$ cat src/common/mem_pkg.sv
`default_nettype none

package mem_pkg;

	// Word and block geometry
	localparam int WORD_BITS = 16;
	localparam int BLOCK_WORDS = 4;
	localparam int OFFSET_BITS = 2; // Word offset inside a block

	// Defaults for the module parameters
	localparam int DEFAULT_MEM_WORDS = 256;
	localparam int DEFAULT_STALL_CYCLES = 4;
	localparam int DEFAULT_LINES = 8;

	typedef logic [WORD_BITS-1:0] word_t;
	typedef logic [WORD_BITS-1:0] addr_t; // Word address

	// Word 0 sits in the low bits
	typedef word_t [BLOCK_WORDS-1:0] block_t;

	// Cache to memory, held until ready or ack
	typedef struct packed {
		logic read;
		logic write;
		addr_t addr; // Block aligned
		block_t wdata;
	} mem_req_t;

	// Memory to cache, one-cycle pulses
	typedef struct packed {
		logic ready; // Read data valid
		logic ack; // Write done
		block_t rdata;
	} mem_rsp_t;

	// Cache controller state, shared by both caches
	typedef enum logic [1:0] {
		IDLE,
		FILL,
		WRITE
	} cache_state_e;

endpackage

`default_nettype wire

$ cat src/cache/dcache.sv
`default_nettype none

module dcache #(
	parameter int lines = mem_pkg::DEFAULT_LINES
) (
	input logic clk,
	input logic reset_n,
	input logic d_read,
	input logic d_write,
	input mem_pkg::addr_t d_addr,
	input mem_pkg::word_t d_wdata,
	output mem_pkg::word_t d_rdata,
	output logic d_ready,
	output mem_pkg::mem_req_t mem_req,
	input mem_pkg::mem_rsp_t mem_rsp
);

	localparam int index_bits = $clog2(lines);
	localparam int tag_bits = mem_pkg::WORD_BITS - mem_pkg::OFFSET_BITS - index_bits;

	mem_pkg::cache_state_e state;

	// Line storage
	logic [lines-1:0] valid_q;
	logic [tag_bits-1:0] tag_q [lines];
	mem_pkg::block_t data_q [lines];

	// Address split
	logic [mem_pkg::OFFSET_BITS-1:0] offset;
	logic [index_bits-1:0] index;
	logic [tag_bits-1:0] tag;
	logic hit;
	logic access;

	assign offset = d_addr[mem_pkg::OFFSET_BITS-1:0];
	assign index = d_addr[mem_pkg::OFFSET_BITS +: index_bits];
	assign tag = d_addr[mem_pkg::WORD_BITS-1 -: tag_bits];
	assign hit = valid_q[index] && (tag_q[index] == tag);
	assign access = (d_read || d_write) && !d_ready; // Ready cycle closes an access

	// Fill reads the block, WRITE pushes the merged line through
	always_comb begin
		mem_req = '0;
		mem_req.read = (state == mem_pkg::FILL);
		mem_req.write = (state == mem_pkg::WRITE);
		mem_req.addr = d_addr & ~mem_pkg::addr_t'(mem_pkg::BLOCK_WORDS - 1);
		mem_req.wdata = data_q[index];
	end

	always_ff @(posedge clk) begin
		if (!reset_n) begin
			state <= mem_pkg::IDLE;
			valid_q <= '0;
			d_ready <= 1'b0;
		end else begin
			d_ready <= 1'b0; // One-cycle pulse
			case (state)
				mem_pkg::IDLE: begin
					if (access) begin
						if (!hit) begin
							state <= mem_pkg::FILL; // Write-allocate as well
						end else if (d_write) begin
							data_q[index][offset] <= d_wdata; // Merge, neighbours kept
							state <= mem_pkg::WRITE;
						end else begin
							d_rdata <= data_q[index][offset];
							d_ready <= 1'b1;
						end
					end
				end
				mem_pkg::FILL: begin
					if (mem_rsp.ready) begin
						valid_q[index] <= 1'b1;
						tag_q[index] <= tag;
						data_q[index] <= mem_rsp.rdata;
						if (d_read) begin
							d_rdata <= mem_rsp.rdata[offset];
							d_ready <= 1'b1;
						end
						// A pending write now hits and merges from IDLE
						state <= mem_pkg::IDLE;
					end
				end
				mem_pkg::WRITE: begin
					if (mem_rsp.ack) begin
						d_ready <= 1'b1; // Done once memory holds the line
						state <= mem_pkg::IDLE;
					end
				end
				default: state <= mem_pkg::IDLE;
			endcase
		end
	end

	a_one_op: assert property (
		@(posedge clk) disable iff (!reset_n)
		!(d_read && d_write)
	) else $error("d_read and d_write both high");

endmodule

`default_nettype wire

$ cat config.mk
export PLATFORM = sky130hd
export DESIGN_NAME = dcache
export DESIGN_NICKNAME = d
export VERILOG_FILES = /design/src/common/mem_pkg.sv /design/src/cache/dcache.sv
export SDC_FILE = /design/constraint.sdc
export NUM_CORES = 1
export LEC_CHECK = 0
export BUFFER_PORTS_ARGS = -buffer_cell sky130_fd_sc_hd__buf_2
export CORE_MARGIN = 3
export CORE_UTILIZATION = 41
export CTS_CLUSTER_DIAMETER = 150
export CTS_CLUSTER_SIZE = 14
export DETAILED_ROUTE_END_ITERATION = 12
export GPL_TIMING_DRIVEN = 0
export SLEW_MARGIN = 0
export SYNTH_ARGS = -nofsm -noshare
export SYNTH_HDL_FRONTEND = slang
export SYNTH_SLANG_ARGS = --single-unit
$ cat constraint.sdc
create_clock -name clk -period 6.9 [get_ports clk]
set_clock_uncertainty 0.05 [all_clocks]
set_input_delay 1.035 -clock clk [delete_from_list [all_inputs] [get_ports clk]]
set_output_delay 1.035 -clock clk [all_outputs]
set_load 0.02 [all_outputs]
After elaboration in Yosys (flattened, before gate mapping)
Memories as Yosys holds them, arrays and structs flattened.
Cells that the tools add are included.
- $lt $le $gt $ge: 4
- equality and inequality tests: 10
- muxes and demuxes: 103
- bitwise operators: 65
- reductions and logical operators: 11
- operators by type and width (kind ; count):
    $mux W16 ; 8
    $mux W1 ; 81
    $bmux W16 S2 ; 2
    $mux W64 ; 1
    $or A1 B1 Y1 ; 64
    $demux W16 S2 ; 1
    $pmux W16 S2 ; 1
    $eq A11 B11 Y1 ; 1
    $mux W2 ; 5
    $ne A2 B2 Y1 const B ; 4
    $or A8 B8 Y8 ; 1
    $reduce_and A7 Y1 ; 1
    $pmux W2 S3 ; 1
    $logic_and A1 B1 Y1 ; 4
    $lt A3 B4 Y1 const B ; 1
    $ne A2 B1 Y1 const B ; 2
    $reduce_and A4 Y1 ; 1
    $bmux W1 S3 ; 1
    $demux W1 S3 ; 1
    $ge A3 B1 Y1 const B ; 1
    $lt A2 B3 Y1 const B ; 1
    $ne A3 B3 Y1 const B ; 1
    $pmux W1 S3 ; 1
    $eq A2 B1 Y1 const B ; 1
    other kinds (7) ; 7
- register bits: 27
- RAM bits: 600
- input port bits: 102
- output and inout bits: 99
- logic and storage cells: 199
- memories: 2
- memory list (name ; depth ; bits a word ; rd ports ; clocked after memory_dff ; wr ports ; RTL line ; text):
    data_q ; 8 ; 64 ; 1 ; 0 ; 1 ; dcache.sv:26 ; mem_pkg::block_t data_q [lines];
    tag_q ; 8 ; 11 ; 1 ; 0 ; 1 ; dcache.sv:25 ; logic [tag_bits-1:0] tag_q [lines];

Longest topological paths before layout
- word-level depth: 9
- gate-level depth with buffers: 11
- depth with buffers taken out: 7

Worst setup path after synthesis
OpenSTA, ideal clock, no wires.
- path type: input -> register
- start point: in d_addr[2]
- end point: reg d_rdata[0], enable pin
- library setup time: 411 ps
- data arrival time: 3716 ps
- data required time: 6439 ps
- setup slack: 2723 ps
- stages: 9
- path buffers: 2
- cells stage by stage: buf_6 mux4_2 mux2i_1 xnor2_1 a211oi_1 and4_1 buf_2 nand2_1 o21ai_0
- word-level cells in the longest chain between the ends: 5
- elaborated cells on any way between the ends: 7
- classes of those cells: eq/ne (2); mux (2); reduce/logical (2); memory (1)
- ends and longest elaborated chain (what ; RTL line ; text):
    start: declaration ; dcache.sv:10 ; input mem_pkg::addr_t d_addr,
    $mem_v2 Z8 W11 / $bmux W1 S3 (equally long branches) ; n/a ;
    $eq A11 B11 Y1 / $mux W1 (equally long branches) ; dcache.sv:38 ; assign hit = valid_q[index] && (tag_q[index] == tag);
    $logic_and A1 B1 Y1 (*) ; dcache.sv:38 ;
    $ne A2 B2 Y1 (no source line) (*) ; n/a ;
    $reduce_and A7 Y1 (no source line) (*) ; n/a ;
    end signal: assignment ; dcache.sv:66 ; d_rdata <= data_q[index][offset];
    end signal: assignment ; dcache.sv:77 ; d_rdata <= mem_rsp.rdata[offset];
    end: declaration ; dcache.sv:12 ; output mem_pkg::word_t d_rdata,
Mark *: on every way between the ends. The rest lies on a longest branch, timed or not. The select of a mux whose other input is x is not followed.
A chain may end at the register's enable or synchronous reset.

==> impl_metrics.ini <==
[drt]
vias_per_cell = 6.240
drt_iter0_markers = 2319
vias = 16270
first_pass_iters = 6
drc_errors = 0
routed_wirelength_um = 87750
wl_per_cell_um = 33.66
ant_nets = 0

[synth]
synth.area.top_cells = edfxtp_1 (74%), a22oi_1 (4.6%), mux4_2 (4.6%)
synth_top_area_frac = 0.7377
synth-xor-area-share = 0.001746
ys_seq_area_frac = 0.7465
synthAdderAreaFrac = 0
synth_compound_area_frac = 0.08063
netlist_top_cells_count = edfxtp_1 (616), nand2_1 (176), a22oi_1 (154)
synth_edf_count = 616
syn_area_per_cell_um2 = 16.50
ys_ff_latch = 627
async_flop_share = 0
synth_cell_type_count = 53
synthFlopType = edfxtp_1
synth.most_common_cell = edfxtp_1
yosys-mux-area-fraction = 0.08572
synth_top_family_by_area = multiplexers
syn-cell-area_um2 = 25080
synthSimpleGateAreaFrac = 0.06112
netlist.top_cell.by_area = edfxtp_1
synth-warning-count = 0
syn-instance-count = 1520

[place]
gp_congestion = 0.9358
pre_cts_ws_ns = 1.453
port_buffers = 194
hpwl_um = 62570

[clock_tree]
post_cts_resized = 0
cts_buffers = 50
cts_tree = yes
clock_path_buffers = 3
ctsHtreeMaxLevel = 2
clock_latency_ns = 0.62
postCtsSetupRepairBufs = 0
postCtsHoldBufs = 0
clk_pin_slew_ns = 0.07
cts.sinks = 627
cts_root_buf = clkbuf_16

[setup_path]
critPathMaxFanout = 10
crit_path_start_kind = input port
cp-end-kind = output pin
worstPathRequired_ns = 5.81
path_class = input port to output pin
critPathArrivalTime_ns = 4.57
slowest_stage = clkbuf_1
cp_cell_sequence = buf_2 -> buf_6 -> nor2_1 -> and2_1 -> clkbuf_1 -> clkbuf_1 -> a22oi_1 -> nand4_1 -> buf_2
slowest_delay_ns = 1.00

[sta]
finalWorstSetupSlack_ns = 1.249
tightest_slew_ns = 1.401
rsz0062_at_grt = no
fmax_mhz = 177.0
fin_crit_ns = 5.651
max_slew_margin = 0.05868
timing.final.crit_share = 0.8189
drv_slew = 0
hold_viol = 0
setup_viol = 0
setup_tns_ns = 0

[global_route]
overflow = 0
grt_first_pass_wirelength_um = 120200
grt_max_degree = 16
grt_use_total = 0.2716
antenna_found_initial = 4
grt_pass1_vias = 15750

[power]
irDropWorstVdd_mv = 0.1901
p_leak_nw = 9.825
power.density_nw_per_um2 = 262.5

[die]
rows = 90
die_y_um = 253.3
initial_core_util = 0.4147
chipWidth_um = 253.3
coreArea_um2 = 60470
ios = 201
die_area_um2 = 64160

[status]
status = finished clean

[final_layout]
nets = 1906
layout-drive-gt1-share = 0.2564
diodes = 0
syn2layout_area_growth_pct = 16.31

[flow_run]
max-cap-violations = 0

[min_path]
hp-class = flop to flop
[critical path, delay by kind of cell]
kind / cells / cell delay (ns)
compound gates: 1 / 0.17
buf+inv: 5 / 2.38
simple gates: 3 / 0.95
[power by group]
part | switching (mW) | total [mW] | internal [mW] | leakage [nW]
clock network | 1.30 | 2.65 | 1.35 | 0.669
logic | 0.542 | 0.759 | 0.217 | 3.52
registers | 0.00699 | 4.25 | 4.24 | 5.64
total | 1.85 | 7.66 | 5.81 | 9.82
[state kept, by name, indices dropped and copies added, names as in the netlist]
register	flops
state	2
data_q	512
valid_q	8
tag_q	88
d_ready	1
d_rdata	16
[routing by layer]
layer	vias to the layer above	global-route usage	part of all wire
li1	6577	-	-
met1	8277	0.3690	0.38
met2	1199	0.4185	0.45
met3	211	0.06563	0.13
met4	4	0.1198	0.050
met5	-	0	0.00031
[layout by cell type (no fill, tap or decap), types with 26 or more instances in the layout]
| master | count |
|---|---|
| a22oi_1 | 154 |
| clkbuf_1 | 77 |
| clkbuf_16 | 51 |
| buf_8 | 30 |
| mux4_2 | 51 |
| mux2i_1 | 58 |
| nor2_1 | 44 |
| nand4_1 | 33 |
| nand2_1 | 176 |
| mux2_2 | 34 |
| nor2_2 | 40 |
| buf_2 | 210 |
| edfxtp_1 | 616 |
| o21ai_0 | 26 |
| buf_4 | 27 |
[metrics by stage]
stage	hold slack, ns	cells	util	area [µm²]	total power, mW
6_report	0.4002	2607	0.4823	29170	7.657
5_1_grt	0.4229	2607	0.4823	29170	7.843
3_5_place_dp	0.3866	2534	0.4594	27780	5.074
4_1_cts	0.4040	2607	0.4823	29160	7.662
2_1_floorplan	0.3711	1521	-	25080	4.710
3_3_place_gp	0.3771	2497	0.4470	27030	5.053
[final timing paths]
kind	startpoint	end	cells after the start	slack, ns
min	valid_q[5]	valid_q[5]	1	0.40
min reg2reg	valid_q[5]	valid_q[5]	1	0.40
max reg2reg	state[0]	data_q[1][45]	9	2.53
max	d_addr[2]	mem_req[26]	9	1.25
[logic make-up after synthesis]
| family | Yosys count |
|---|---|
| AND/OR/NAND/NOR | 351 |
| XOR/XNOR | 5 |
| other | 1 |
| multiplexers | 146 |
| AO/OA/AOI/OAI | 275 |
| buffers and inverters | 115 |
| flip-flops | 627 |
[final cells by class]
class	count	area, µm²
clock inverters	3	33.78
plain buffers	109	583.1
repair buffers	231	1623
well taps	782	978.4
multi-input cells	779	5859
clock buffers	70	1348
fillers	5160	31310
flip-flops and latches	627	18720
inverters	6	22.52
No activity file was read; power rests on OpenSTA's default activity.
